==> src/common/spif_pkg.sv <==
/*
  spif shared definitions
  widths for events, packet keys and configuration words,
  register address map and router FSM states
*/

`default_nettype none

package spif_pkg;

  // --------------------
  // data widths
  // --------------------
  // raw sensor event
  typedef logic [31:0] evt_t;
  // spinnaker packet key
  typedef logic [31:0] pkt_key_t;

  // configuration port
  typedef logic  [5:0] reg_addr_t;
  typedef logic [31:0] reg_data_t;

  // outgoing channel index
  typedef logic  [0:0] chan_t;

  // dropped packets, saturating
  typedef logic [15:0] drop_cnt_t;

  // two-way arbiter, two link channels
  localparam int NUM_PIPES = 2;
  localparam int NUM_CHANS = 2;

  // --------------------
  // register map
  // --------------------
  // mapper registers, one per pipe
  localparam reg_addr_t MP_KEY_BASE = 6'd0;
  localparam reg_addr_t MP_MSK_BASE = 6'd2;
  localparam reg_addr_t MP_SFT_BASE = 6'd4;

  // routing table, one per entry (up to 8)
  localparam reg_addr_t RT_KEY_BASE = 6'd16;
  localparam reg_addr_t RT_MSK_BASE = 6'd24;
  localparam reg_addr_t RT_RTE_BASE = 6'd32;

  // router FSM
  // hold = matched packet waiting for its channel register
  typedef enum logic {
    RTR_IDLE,
    RTR_HOLD
  } rtr_state_t;

endpackage

`default_nettype wire
==> src/logic/dvs_spif_top.sv <==
/*
  dvs to spinnaker event path
  two event mappers share the router bus through a round-robin
  arbiter; the router steers packets to two link channels
*/

`timescale 1ns/1ns
`default_nettype none

module dvs_spif_top #(
  parameter int num_rt_entries = 4,
  parameter int mp_shift_bits  = 5
) (
  input  wire                  tl_freerun_clk_int,
  input  wire                  tl_reset_all_int,

  input  wire                  link_up,

  // sensor events
  input  spif_pkg::evt_t       evt_data_0,
  input  wire                  evt_vld_0,
  output logic                 evt_rdy_0,
  input  spif_pkg::evt_t       evt_data_1,
  input  wire                  evt_vld_1,
  output logic                 evt_rdy_1,

  // configuration writes
  input  wire                  cfg_wr_en,
  input  spif_pkg::reg_addr_t  cfg_addr,
  input  spif_pkg::reg_data_t  cfg_wdata,

  // link channels
  output spif_pkg::pkt_key_t   chan_data_0,
  output logic                 chan_vld_0,
  input  wire                  chan_rdy_0,
  output spif_pkg::pkt_key_t   chan_data_1,
  output logic                 chan_vld_1,
  input  wire                  chan_rdy_1,

  output spif_pkg::drop_cnt_t  drop_count
);

  // --------------------
  // internal wiring
  // --------------------
  // configuration
  spif_pkg::pkt_key_t         mp_key [spif_pkg::NUM_PIPES];
  spif_pkg::pkt_key_t         mp_msk [spif_pkg::NUM_PIPES];
  logic [mp_shift_bits - 1:0] mp_sft [spif_pkg::NUM_PIPES];
  spif_pkg::pkt_key_t         rt_key [num_rt_entries];
  spif_pkg::pkt_key_t         rt_msk [num_rt_entries];
  spif_pkg::chan_t            rt_rte [num_rt_entries];

  // mapper outputs
  spif_pkg::pkt_key_t map_data_0;
  logic               map_vld_0;
  logic               map_rdy_0;
  spif_pkg::pkt_key_t map_data_1;
  logic               map_vld_1;
  logic               map_rdy_1;

  // shared bus
  spif_pkg::pkt_key_t bus_data;
  logic               bus_vld;
  logic               bus_rdy;

  logic               drop_pulse;

  cfg_reg_bank #(
    .num_rt_entries (num_rt_entries),
    .mp_shift_bits  (mp_shift_bits)
  ) i_cfg_reg_bank (
    .tl_freerun_clk_int (tl_freerun_clk_int),
    .tl_reset_all_int   (tl_reset_all_int),
    .cfg_wr_en          (cfg_wr_en),
    .cfg_addr           (cfg_addr),
    .cfg_wdata          (cfg_wdata),
    .drop_pulse         (drop_pulse),
    .mp_key             (mp_key),
    .mp_msk             (mp_msk),
    .mp_sft             (mp_sft),
    .rt_key             (rt_key),
    .rt_msk             (rt_msk),
    .rt_rte             (rt_rte),
    .drop_count         (drop_count)
  );

  // --------------------
  // event pipes
  // --------------------
  evt_mapper #(
    .mp_shift_bits (mp_shift_bits)
  ) i_evt_mapper_0 (
    .tl_freerun_clk_int (tl_freerun_clk_int),
    .tl_reset_all_int   (tl_reset_all_int),
    .link_up            (link_up),
    .evt_data           (evt_data_0),
    .evt_vld            (evt_vld_0),
    .evt_rdy            (evt_rdy_0),
    .mp_key             (mp_key[0]),
    .mp_msk             (mp_msk[0]),
    .mp_sft             (mp_sft[0]),
    .map_data           (map_data_0),
    .map_vld            (map_vld_0),
    .map_rdy            (map_rdy_0)
  );

  evt_mapper #(
    .mp_shift_bits (mp_shift_bits)
  ) i_evt_mapper_1 (
    .tl_freerun_clk_int (tl_freerun_clk_int),
    .tl_reset_all_int   (tl_reset_all_int),
    .link_up            (link_up),
    .evt_data           (evt_data_1),
    .evt_vld            (evt_vld_1),
    .evt_rdy            (evt_rdy_1),
    .mp_key             (mp_key[1]),
    .mp_msk             (mp_msk[1]),
    .mp_sft             (mp_sft[1]),
    .map_data           (map_data_1),
    .map_vld            (map_vld_1),
    .map_rdy            (map_rdy_1)
  );

  pkt_rr_arbiter i_pkt_rr_arbiter (
    .tl_freerun_clk_int (tl_freerun_clk_int),
    .tl_reset_all_int   (tl_reset_all_int),
    .map_data_0         (map_data_0),
    .map_vld_0          (map_vld_0),
    .map_rdy_0          (map_rdy_0),
    .map_data_1         (map_data_1),
    .map_vld_1          (map_vld_1),
    .map_rdy_1          (map_rdy_1),
    .bus_data           (bus_data),
    .bus_vld            (bus_vld),
    .bus_rdy            (bus_rdy)
  );

  // router to link channels
  pkt_router #(
    .num_rt_entries (num_rt_entries)
  ) i_pkt_router (
    .tl_freerun_clk_int (tl_freerun_clk_int),
    .tl_reset_all_int   (tl_reset_all_int),
    .bus_data           (bus_data),
    .bus_vld            (bus_vld),
    .bus_rdy            (bus_rdy),
    .rt_key             (rt_key),
    .rt_msk             (rt_msk),
    .rt_rte             (rt_rte),
    .chan_data_0        (chan_data_0),
    .chan_vld_0         (chan_vld_0),
    .chan_rdy_0         (chan_rdy_0),
    .chan_data_1        (chan_data_1),
    .chan_vld_1         (chan_vld_1),
    .chan_rdy_1         (chan_rdy_1),
    .drop_pulse         (drop_pulse)
  );

endmodule

`default_nettype wire

==> src/pkt_router/pkt_router.sv <==
/*
  key/mask packet router
  looks up each bus packet in the routing table, lowest matching
  entry wins. matched packets go to a per-channel output register,
  unmatched ones are dropped with a one-cycle drop strobe.
*/

`timescale 1ns/1ns
`default_nettype none

module pkt_router #(
  parameter int num_rt_entries = 4
) (
  input  wire                 tl_freerun_clk_int,
  input  wire                 tl_reset_all_int,

  // packet bus from arbiter
  input  spif_pkg::pkt_key_t  bus_data,
  input  wire                 bus_vld,
  output logic                bus_rdy,

  // routing table
  input  spif_pkg::pkt_key_t  rt_key [num_rt_entries],
  input  spif_pkg::pkt_key_t  rt_msk [num_rt_entries],
  input  spif_pkg::chan_t     rt_rte [num_rt_entries],

  // link channels
  output spif_pkg::pkt_key_t  chan_data_0,
  output logic                chan_vld_0,
  input  wire                 chan_rdy_0,
  output spif_pkg::pkt_key_t  chan_data_1,
  output logic                chan_vld_1,
  input  wire                 chan_rdy_1,

  output logic                drop_pulse
);

  spif_pkg::rtr_state_t state;

  // lookup result
  logic                 hit;
  spif_pkg::chan_t      hit_chan;

  // held packet
  spif_pkg::pkt_key_t   hold_data;
  spif_pkg::chan_t      hold_chan;

  // candidate for a channel register
  spif_pkg::pkt_key_t   sel_data;
  spif_pkg::chan_t      sel_chan;
  logic                 sel_go;
  logic                 fwd;

  // channel registers
  spif_pkg::pkt_key_t   ch_data [spif_pkg::NUM_CHANS];
  logic [spif_pkg::NUM_CHANS - 1:0] ch_vld;
  logic [spif_pkg::NUM_CHANS - 1:0] ch_rdy;
  logic [spif_pkg::NUM_CHANS - 1:0] ch_free;

  assign ch_rdy  = {chan_rdy_1, chan_rdy_0};
  assign ch_free = ~ch_vld | ch_rdy;

  // --------------------
  // table lookup
  // --------------------
  // walk down so the lowest index is written last
  always_comb
  begin
    hit      = 1'b0;
    hit_chan = '0;
    for (int i = num_rt_entries - 1; i >= 0; i--)
    begin
      if ((bus_data & rt_msk[i]) == rt_key[i])
      begin
        hit      = 1'b1;
        hit_chan = rt_rte[i];
      end
    end
  end

  // bus only accepted while nothing is held
  assign bus_rdy    = (state == spif_pkg::RTR_IDLE);
  assign drop_pulse = bus_vld && bus_rdy && !hit;

  // held packet takes priority over the bus
  always_comb
  begin
    if (state == spif_pkg::RTR_HOLD)
    begin
      sel_data = hold_data;
      sel_chan = hold_chan;
      sel_go   = 1'b1;
    end
    else
    begin
      sel_data = bus_data;
      sel_chan = hit_chan;
      sel_go   = bus_vld && hit;
    end
  end

  assign fwd = sel_go && ch_free[sel_chan];

  // --------------------
  // FSM
  // --------------------
  always_ff @(posedge tl_freerun_clk_int or posedge tl_reset_all_int)
  begin
    if (tl_reset_all_int)
      state <= spif_pkg::RTR_IDLE;
    else if (sel_go && !fwd)
      state <= spif_pkg::RTR_HOLD;
    else if (fwd)
      state <= spif_pkg::RTR_IDLE;
  end

  // capture a matched packet whose channel is busy
  always_ff @(posedge tl_freerun_clk_int)
  begin
    if ((state == spif_pkg::RTR_IDLE) && sel_go && !fwd)
    begin
      hold_data <= bus_data;
      hold_chan <= hit_chan;
    end
  end

  // channel output registers
  always_ff @(posedge tl_freerun_clk_int or posedge tl_reset_all_int)
  begin
    if (tl_reset_all_int)
      ch_vld <= '0;
    else
    begin
      for (int c = 0; c < spif_pkg::NUM_CHANS; c++)
      begin
        if (fwd && (sel_chan == spif_pkg::chan_t'(c)))
          ch_vld[c] <= 1'b1;
        else if (ch_rdy[c])
          ch_vld[c] <= 1'b0;
      end
    end
  end

  always_ff @(posedge tl_freerun_clk_int)
  begin
    for (int c = 0; c < spif_pkg::NUM_CHANS; c++)
    begin
      if (fwd && (sel_chan == spif_pkg::chan_t'(c)))
        ch_data[c] <= sel_data;
    end
  end

  assign chan_data_0 = ch_data[0];
  assign chan_vld_0  = ch_vld[0];
  assign chan_data_1 = ch_data[1];
  assign chan_vld_1  = ch_vld[1];

  // stalled channel packets must not change
  a_chan_stable_0: assert property (
    @(posedge tl_freerun_clk_int) disable iff (tl_reset_all_int)
    (chan_vld_0 && !chan_rdy_0) |=> (chan_vld_0 && $stable(chan_data_0))
  );

  a_chan_stable_1: assert property (
    @(posedge tl_freerun_clk_int) disable iff (tl_reset_all_int)
    (chan_vld_1 && !chan_rdy_1) |=> (chan_vld_1 && $stable(chan_data_1))
  );

endmodule

`default_nettype wire

==> src/logic/pkt_rr_arbiter.sv <==
/*
  round-robin packet arbiter
  merges the two event pipes onto the shared packet bus
  through a one-entry output register
*/

`timescale 1ns/1ns
`default_nettype none

module pkt_rr_arbiter (
  input  wire                 tl_freerun_clk_int,
  input  wire                 tl_reset_all_int,

  // pipe 0
  input  spif_pkg::pkt_key_t  map_data_0,
  input  wire                 map_vld_0,
  output logic                map_rdy_0,

  // pipe 1
  input  spif_pkg::pkt_key_t  map_data_1,
  input  wire                 map_vld_1,
  output logic                map_rdy_1,

  // shared bus to router
  output spif_pkg::pkt_key_t  bus_data,
  output logic                bus_vld,
  input  wire                 bus_rdy
);

  // last granted pipe (1 = pipe 1)
  logic last_grant;
  logic pick_1;
  logic bus_free;
  logic take_0;
  logic take_1;

  // --------------------
  // grant
  // --------------------
  // pipe 1 wins alone, or on a tie when pipe 0 went last
  assign pick_1   = map_vld_1 && (!map_vld_0 || !last_grant);
  assign bus_free = !bus_vld || bus_rdy;

  assign map_rdy_0 = bus_free && !pick_1;
  assign map_rdy_1 = bus_free && pick_1;

  assign take_0 = map_vld_0 && map_rdy_0;
  assign take_1 = map_vld_1 && map_rdy_1;

  always_ff @(posedge tl_freerun_clk_int or posedge tl_reset_all_int)
  begin
    if (tl_reset_all_int)
    begin
      // pipe 0 first after reset
      last_grant <= 1'b1;
      bus_vld    <= 1'b0;
    end
    else
    begin
      if (take_1)
        last_grant <= 1'b1;
      else if (take_0)
        last_grant <= 1'b0;

      if (take_0 || take_1)
        bus_vld <= 1'b1;
      else if (bus_rdy)
        bus_vld <= 1'b0;
    end
  end

  // bus payload
  always_ff @(posedge tl_freerun_clk_int)
  begin
    if (take_0 || take_1)
      bus_data <= pick_1 ? map_data_1 : map_data_0;
  end

  // stalled bus packet must not change
  a_bus_stable: assert property (
    @(posedge tl_freerun_clk_int) disable iff (tl_reset_all_int)
    (bus_vld && !bus_rdy) |=> (bus_vld && $stable(bus_data))
  );

endmodule

`default_nettype wire

==> src/logic/evt_mapper.sv <==
/*
  event mapper
  turns a raw sensor event into a spinnaker packet key
  (masked, shifted right, then merged with the pipe key) and
  holds it in a one-entry output register. swallows events
  while the link is down.
*/

`timescale 1ns/1ns
`default_nettype none

module evt_mapper #(
  parameter int mp_shift_bits = 5
) (
  input  wire                         tl_freerun_clk_int,
  input  wire                         tl_reset_all_int,

  // link handshake done
  input  wire                         link_up,

  // incoming event
  input  spif_pkg::evt_t              evt_data,
  input  wire                         evt_vld,
  output logic                        evt_rdy,

  // mapper configuration
  input  spif_pkg::pkt_key_t          mp_key,
  input  spif_pkg::pkt_key_t          mp_msk,
  input  wire [mp_shift_bits - 1:0]   mp_sft,

  // mapped packet key
  output spif_pkg::pkt_key_t          map_data,
  output logic                        map_vld,
  input  wire                         map_rdy
);

  spif_pkg::pkt_key_t map_key;
  logic               evt_load;

  // key formation
  assign map_key = ((evt_data & mp_msk) >> mp_sft) | mp_key;

  // --------------------
  // handshake
  // --------------------
  // link down: always ready, events go nowhere
  assign evt_rdy  = !link_up || !map_vld || map_rdy;
  assign evt_load = evt_vld && evt_rdy && link_up;

  // output register valid
  always_ff @(posedge tl_freerun_clk_int or posedge tl_reset_all_int)
  begin
    if (tl_reset_all_int)
      map_vld <= 1'b0;
    else if (evt_load)
      map_vld <= 1'b1;
    else if (map_rdy)
      map_vld <= 1'b0;
  end

  // payload
  always_ff @(posedge tl_freerun_clk_int)
  begin
    if (evt_load)
      map_data <= map_key;
  end

  // stalled key must not change, even with link toggling
  a_map_stable: assert property (
    @(posedge tl_freerun_clk_int) disable iff (tl_reset_all_int)
    (map_vld && !map_rdy) |=> (map_vld && $stable(map_data))
  );

endmodule

`default_nettype wire

==> src/logic/cfg_reg_bank.sv <==
/*
  configuration register bank
  decodes strobe writes into the mapper and routing table registers
  and keeps the saturating count of dropped packets
*/

`timescale 1ns/1ns
`default_nettype none

module cfg_reg_bank #(
  parameter int num_rt_entries = 4,
  parameter int mp_shift_bits  = 5
) (
  input  wire                  tl_freerun_clk_int,
  input  wire                  tl_reset_all_int,

  // write strobe
  input  wire                  cfg_wr_en,
  input  spif_pkg::reg_addr_t  cfg_addr,
  input  spif_pkg::reg_data_t  cfg_wdata,

  // drop event from router
  input  wire                  drop_pulse,

  // mapper registers
  output spif_pkg::pkt_key_t   mp_key [spif_pkg::NUM_PIPES],
  output spif_pkg::pkt_key_t   mp_msk [spif_pkg::NUM_PIPES],
  output logic [mp_shift_bits - 1:0] mp_sft [spif_pkg::NUM_PIPES],

  // routing table
  output spif_pkg::pkt_key_t   rt_key [num_rt_entries],
  output spif_pkg::pkt_key_t   rt_msk [num_rt_entries],
  output spif_pkg::chan_t      rt_rte [num_rt_entries],

  output spif_pkg::drop_cnt_t  drop_count
);

  // --------------------
  // mapper registers
  // --------------------
  always_ff @(posedge tl_freerun_clk_int or posedge tl_reset_all_int)
  begin
    if (tl_reset_all_int)
    begin
      for (int p = 0; p < spif_pkg::NUM_PIPES; p++)
      begin
        mp_key[p] <= '0;
        mp_msk[p] <= '0;
        mp_sft[p] <= '0;
      end
    end
    else if (cfg_wr_en)
    begin
      // per-pipe offset from each base
      for (int p = 0; p < spif_pkg::NUM_PIPES; p++)
      begin
        if (cfg_addr == spif_pkg::reg_addr_t'(spif_pkg::MP_KEY_BASE + p))
          mp_key[p] <= cfg_wdata;
        if (cfg_addr == spif_pkg::reg_addr_t'(spif_pkg::MP_MSK_BASE + p))
          mp_msk[p] <= cfg_wdata;
        // shift amount keeps low bits only
        if (cfg_addr == spif_pkg::reg_addr_t'(spif_pkg::MP_SFT_BASE + p))
          mp_sft[p] <= cfg_wdata[mp_shift_bits - 1:0];
      end
    end
  end

  // --------------------
  // routing table
  // --------------------
  always_ff @(posedge tl_freerun_clk_int or posedge tl_reset_all_int)
  begin
    if (tl_reset_all_int)
    begin
      // all zero: every entry matches, route to channel 0
      for (int e = 0; e < num_rt_entries; e++)
      begin
        rt_key[e] <= '0;
        rt_msk[e] <= '0;
        rt_rte[e] <= '0;
      end
    end
    else if (cfg_wr_en)
    begin
      for (int e = 0; e < num_rt_entries; e++)
      begin
        if (cfg_addr == spif_pkg::reg_addr_t'(spif_pkg::RT_KEY_BASE + e))
          rt_key[e] <= cfg_wdata;
        if (cfg_addr == spif_pkg::reg_addr_t'(spif_pkg::RT_MSK_BASE + e))
          rt_msk[e] <= cfg_wdata;
        if (cfg_addr == spif_pkg::reg_addr_t'(spif_pkg::RT_RTE_BASE + e))
          rt_rte[e] <= spif_pkg::chan_t'(cfg_wdata);
      end
    end
  end

  // drop counter, sticks at all ones
  always_ff @(posedge tl_freerun_clk_int or posedge tl_reset_all_int)
  begin
    if (tl_reset_all_int)
      drop_count <= '0;
    else if (drop_pulse && (drop_count != '1))
      drop_count <= drop_count + 1'b1;
  end

endmodule

`default_nettype wire

==> config.mk <==
export PLATFORM = sky130hd
export DESIGN_NAME = dvs_spif_top
export DESIGN_NICKNAME = d
export VERILOG_FILES = /design/src/common/spif_pkg.sv /design/src/logic/dvs_spif_top.sv /design/src/pkt_router/pkt_router.sv /design/src/logic/pkt_rr_arbiter.sv /design/src/logic/evt_mapper.sv /design/src/logic/cfg_reg_bank.sv
export SDC_FILE = /design/constraint.sdc
export NUM_CORES = 1
export LEC_CHECK = 0
export ABC_AREA = 1
export BUFFER_PORTS_ARGS = -buffer_cell sky130_fd_sc_hd__buf_2
export CAP_MARGIN = 20
export CELL_PAD_IN_SITES_DETAIL_PLACEMENT = 0
export CELL_PAD_IN_SITES_GLOBAL_PLACEMENT = 1
export CORE_ASPECT_RATIO = 0.75
export CORE_MARGIN = 2
export CORE_UTILIZATION = 35
export DETAILED_ROUTE_END_ITERATION = 8
export PLACE_DENSITY = 0.67
export REMOVE_ABC_BUFFERS = 1
export SLEW_MARGIN = 20
export SYNTH_ARGS = -nofsm -noshare
export SYNTH_HDL_FRONTEND = slang
export SYNTH_HIERARCHICAL = 1
export SYNTH_SLANG_ARGS = --single-unit
==> constraint.sdc <==
create_clock -name tl_freerun_clk_int -period 13.3 [get_ports tl_freerun_clk_int]
set_clock_uncertainty 0.15 [all_clocks]
set_input_delay 2.66 -clock tl_freerun_clk_int [delete_from_list [all_inputs] [get_ports tl_freerun_clk_int]]
set_output_delay 2.66 -clock tl_freerun_clk_int [all_outputs]
set_load 0.01 [all_outputs]
==> impl_summary.md <==
Clocking
Hold repair after CTS inserted 0 buffers. After clock tree synthesis, the clock-pin slew on the worst setup and hold paths is 60 ps. The clock network latency to the later pin of the worst-skew pair is 630 ps. The CTS tree is built.

Post-CTS repair changed the size of 0 cells. After clock tree synthesis, the setup repair step added 0 buffers. The H-tree was split into 3 levels.

The number of buffers between clock root and the deepest sink is 3. The cell at the root of the clock tree is clkbuf_16. Clock tree synthesis found a total of 614 sinks. Buffers inserted during clock tree synthesis total 68.

Detailed routing
After detailed routing, the met2 layer carries 39.8 mm of wire. The count of nets left with antenna violations once routing finished came out at 0. For this block, wires on met1 add up to 45.1 mm. The iteration-0 DRC count of the detailed router is 2,125. Across all layers, the routed design uses 22,832 vias.

The top routing layer in use is met4. The wire length on met3 is 5.45 mm. Using the TritonRoute via totals, the vias-per-cell ratio works out to 5.00. The DRC violation count after routing is 0. The iteration count of the initial detailed-routing pass is 6. Dividing the detail-routed wire length by the instance count gives 20.2 um. The detailed-route wire length is 92.2 mm.

Layout
Compared with the post-synthesis result, the final layout area differs by 12.4%. The filler cell count is 8,657. The final core utilization is 39.8%. Of the cells placed in the final design, the portion with a size suffix greater than 1 is 16.1%.

The net count of the finished layout is 3,489.

STA
The number of hold violations in the final report is 0. For the pin with the worst max-slew slack, the measured transition is 1070 ps. For this run, the top clock speed supported by timing is 0.173 GHz. Setup repair after global routing left no endpoint under its margin. The count of pins over their slew limit is 0. Setup violations remaining at the end of the flow were counted as 0. Of the available clock period, the critical path in the final layout requires 43.5%. For the finished layout, the period the worst path requires is 5790 ps. For the final routed database, the setup TNS stands at 0 ps. The worst-case setup margin in the final layout is 7510 ps. The worst hold slack across all endpoints is 328 ps. Headroom to the max-slew limit came out at 28.4%.

Die
The total I/O pin count is 194. The initial cell density of the core is 35.4%. The horizontal die dimension is 341 um. The die outline height is 257 um. The overall die area is 87,700 um2. The core region is 84,300 um2. In this run the core area contains 92 standard-cell rows.

Yosys
Summing every instance area after synthesis gives 29,800 um2. The total of flip-flops plus latches after synthesis is 614. The number of different library cells in the post-synthesis netlist is 49. The dominant synthesized flop cell is dfrtp_1. The synthesized area divided by synthesized cell count is 9.12 um2. Counting flops with a built-in enable in the synthesized netlist gives 193. After technology mapping, the gate count stands at 3,273.

The fraction of registers with async set or reset after synthesis is 68.6%. Sequential elements use 54.7% of the synthesized area. The count of warnings emitted by yosys is 6.

Setup path
Along the worst path, the maximum fanout reaches 4. The master of the slowest instance on the critical path is buf_2. The category of the worst setup path launch point is an input port. The worst path arrival time is 2980 ps. The largest stage delay on the critical path is 120 ps. The cell family contributing the most delay on the critical path is buffers and inverters. The number of buffers and inverters on the critical path is 2.

The capturing element type of the critical path is an output pin. For the worst setup path, the data required time is 10,490 ps. Traced cell by cell, the critical path runs through buf_2 -> nand2_1 -> buf_2. The cell that appears most often on the critical path is buf_2. The critical path is of the input port to output pin type.

Place
The minimum setup slack after placement is 7520 ps. The routability congestion estimate is 0.844. The count of buffers added on input and output ports is 193. Detailed placement finished with a half-perimeter wire length of 62.1 mm.

Global route
Entering global routing, the biggest net connects 127 pins. The number of global-route vias before repair was 21,733. For this run the aggregate overflow at the end of global routing stands at 0. The number of antenna violations at the first check in global routing is 3. For this run, the total global-route usage over all layers was measured as 21.2%. The first global-routing pass estimated 139 mm of wire.

Power and ir drop
The sequential fraction of design power is 46.2%. Summed over all nets, the switching power comes to 1.90 mW. Net switching is 33.6% of the power. Across the VDD grid, the largest voltage drop is 0.0000975 V.

The design internal power is 3.76 mW. The power per unit of standard cell area is 169 nW/um2. The reported leakage power is 15.0 nW. The portion of total power attributed to combinational logic is 20.8%. The share of power burned in the clock network is 33.0%. After layout, the design draws a total of 5.66 mW.

Flow run
Across the run, the number of max-cap violations was 0.

Min path
The type of the most critical hold path is register to register.

Status
The run finished with clean final reports.
-- synthesized netlist by cell type, types with 3 or more instances --
cell type,n,area (um2)
nand2_1,970,3640
nand3_1,512,2560
dfrtp_1,420,10500
edfxtp_1,193,5800
o21ai_1,191,956
inv_1,150,563
o21ai_0,136,681
nor2_1,99,372
nand3_2,96,961
buf_2,63,315
clkbuf_1,54,203
o21ai_2,48,420
xor2_1,47,412
a21oi_1,37,185
buf_6,31,349
xnor2_1,21,184
buf_4,18,135
nand3b_1,18,135
o21bai_2,18,203
nand4_1,16,100
nand3_4,14,245
buf_1,13,48.8
nand2_2,11,68.8
inv_2,10,37.5
or2_0,10,62.6
nor2_2,8,50.1
nor3_1,8,40.0
nand2_4,7,78.8
nor2_4,7,78.8
a21o_1,6,45.0
or2_1,6,37.5
a31o_1,4,35.0
buf_12,4,80.1
clkbuf_2,3,15.0
or2_2,3,18.8
-- layer usage --
layer,global-route usage (%),vias up
met5,0,-
met4,4.78,0
met3,3.85,90
met2,31.6,602
met1,31.8,10965
li1,-,11175
-- final timing paths --
path	startpoint	endpoint	slack [ps]	cells after the start
min in group asynchronous	tl_reset_all_int	i_pkt_router/state	1810	2
min	i_pkt_rr_arbiter/last_grant	i_pkt_rr_arbiter/last_grant	330	2
max in group asynchronous	tl_reset_all_int	i_cfg_reg_bank/mp_msk[7]	8750	4
max reg2reg	i_pkt_rr_arbiter/bus_data[1]	i_pkt_router/hold_data[27]	10000	15
min reg2reg	i_pkt_rr_arbiter/last_grant	i_pkt_rr_arbiter/last_grant	330	2
max	link_up	evt_rdy_1	7510	3
-- kinds of logic (layout without fill, tap and decap cells) --
logic type,after synthesis,count (layout),share of synthesized area (%)
other cells,0,2,0
compound gates,447,447,8.63
flops,614,614,54.7
xor+xnor,68,68,2.00
fa+ha+maj,1,1,0.0419
buf+inv,352,512,5.99
simple gates,1791,1791,28.6
-- cell usage in the layout (no fill, tap or decap), drive strengths merged --
| cell | Yosys | routed |
|---|---|---|
| a21o | 6 | 6 |
| a21oi | 37 | 37 |
| a31o | 4 | 4 |
| a31oi | 2 | 2 |
| buf | 129 | 221 |
| bufinv | 0 | 3 |
| clkbuf | 57 | 100 |
| clkinv | 2 | 18 |
| clkinvlp | 0 | 3 |
| dfrtp | 420 | 420 |
| dfstp | 1 | 1 |
| diode | 0 | 2 |
| edfxtp | 193 | 193 |
| ha | 1 | 1 |
| inv | 164 | 167 |
| nand2 | 988 | 988 |
| nand3 | 622 | 622 |
| nand3b | 18 | 18 |
| nand4 | 19 | 19 |
| nor2 | 115 | 115 |
| nor2b | 1 | 1 |
| nor3 | 9 | 9 |
| o211ai | 1 | 1 |
| o21ai | 375 | 375 |
| o21bai | 20 | 20 |
| o31ai | 2 | 2 |
| or2 | 19 | 19 |
| xnor2 | 21 | 21 |
| xor2 | 47 | 47 |
-- power groups by stage --
| stage | Combinational (mW) | Clock (mW) | Sequential, mW |
|---|---|---|---|
| 2_1_floorplan | 0.732 | 0 | 2.55 |
| 3_3_place_gp | 1.16 | 0 | 2.65 |
| 3_5_place_dp | 1.17 | 0 | 2.65 |
| 4_1_cts | 1.18 | 1.92 | 2.62 |
| 5_1_grt | 1.32 | 2.00 | 2.66 |
| 6_report | 1.18 | 1.87 | 2.61 |
-- layout make-up --
| class | instances | area (um2) | share of cell area (%) |
|---|---|---|---|
| clock inverter | 25 | 245 | 0.731 |
| timing repair buffer | 221 | 1220 | 3.64 |
| antenna | 2 | 5.00 | 0.0149 |
| inverter | 166 | 651 | 1.94 |
| clock buffer | 100 | 1920 | 5.74 |
| sequential | 614 | 16300 | 48.7 |
| tap | 1128 | 1410 | 4.21 |
| multi-input combinational | 2307 | 11700 | 35.0 |
-- state kept, by name (all words and copies together) (netlist names) --
register,cells
i_pkt_router/ch_vld,2
i_pkt_rr_arbiter/last_grant,1
i_pkt_router/state,1
i_evt_mapper_1/map_vld,1
i_evt_mapper_1/map_data,32
i_cfg_reg_bank/drop_count,16
i_pkt_rr_arbiter/bus_vld,1
i_pkt_router/hold_chan,1
i_evt_mapper_0/map_vld,1
i_cfg_reg_bank/rt_key,128
i_pkt_rr_arbiter/bus_data,32
i_evt_mapper_0/map_data,32
i_pkt_router/ch_data,64
i_cfg_reg_bank/mp_sft,10
i_pkt_router/hold_data,32
i_cfg_reg_bank/mp_key,64
i_cfg_reg_bank/mp_msk,64
i_cfg_reg_bank/rt_rte,4
i_cfg_reg_bank/rt_msk,128
-- stage by stage --
step | area [um2] | std cells
2_1_floorplan | 28700 | 3087
3_5_place_dp | 31300 | 4433
4_1_cts | 33500 | 4558
5_1_grt | 33500 | 4561
3_3_place_gp | 31300 | 4433
6_report | 33500 | 4563
-- worst register-to-register path, stage by stage, from the launching register on --
cell and delay, ps:
edfxtp_1 700, nand2_1 130, xor2_1 150, nand2_1 70, nor3_1 350, nand2_1 90, nor2_1 180, nand2_1 100
nand2_1 100, inv_2 40, nand2_4 70, nand3_4 70, nand3_1 110, nand2_2 80, nor2_4 340, buf_12 240
No activity file was read; power rests on OpenSTA's default activity.
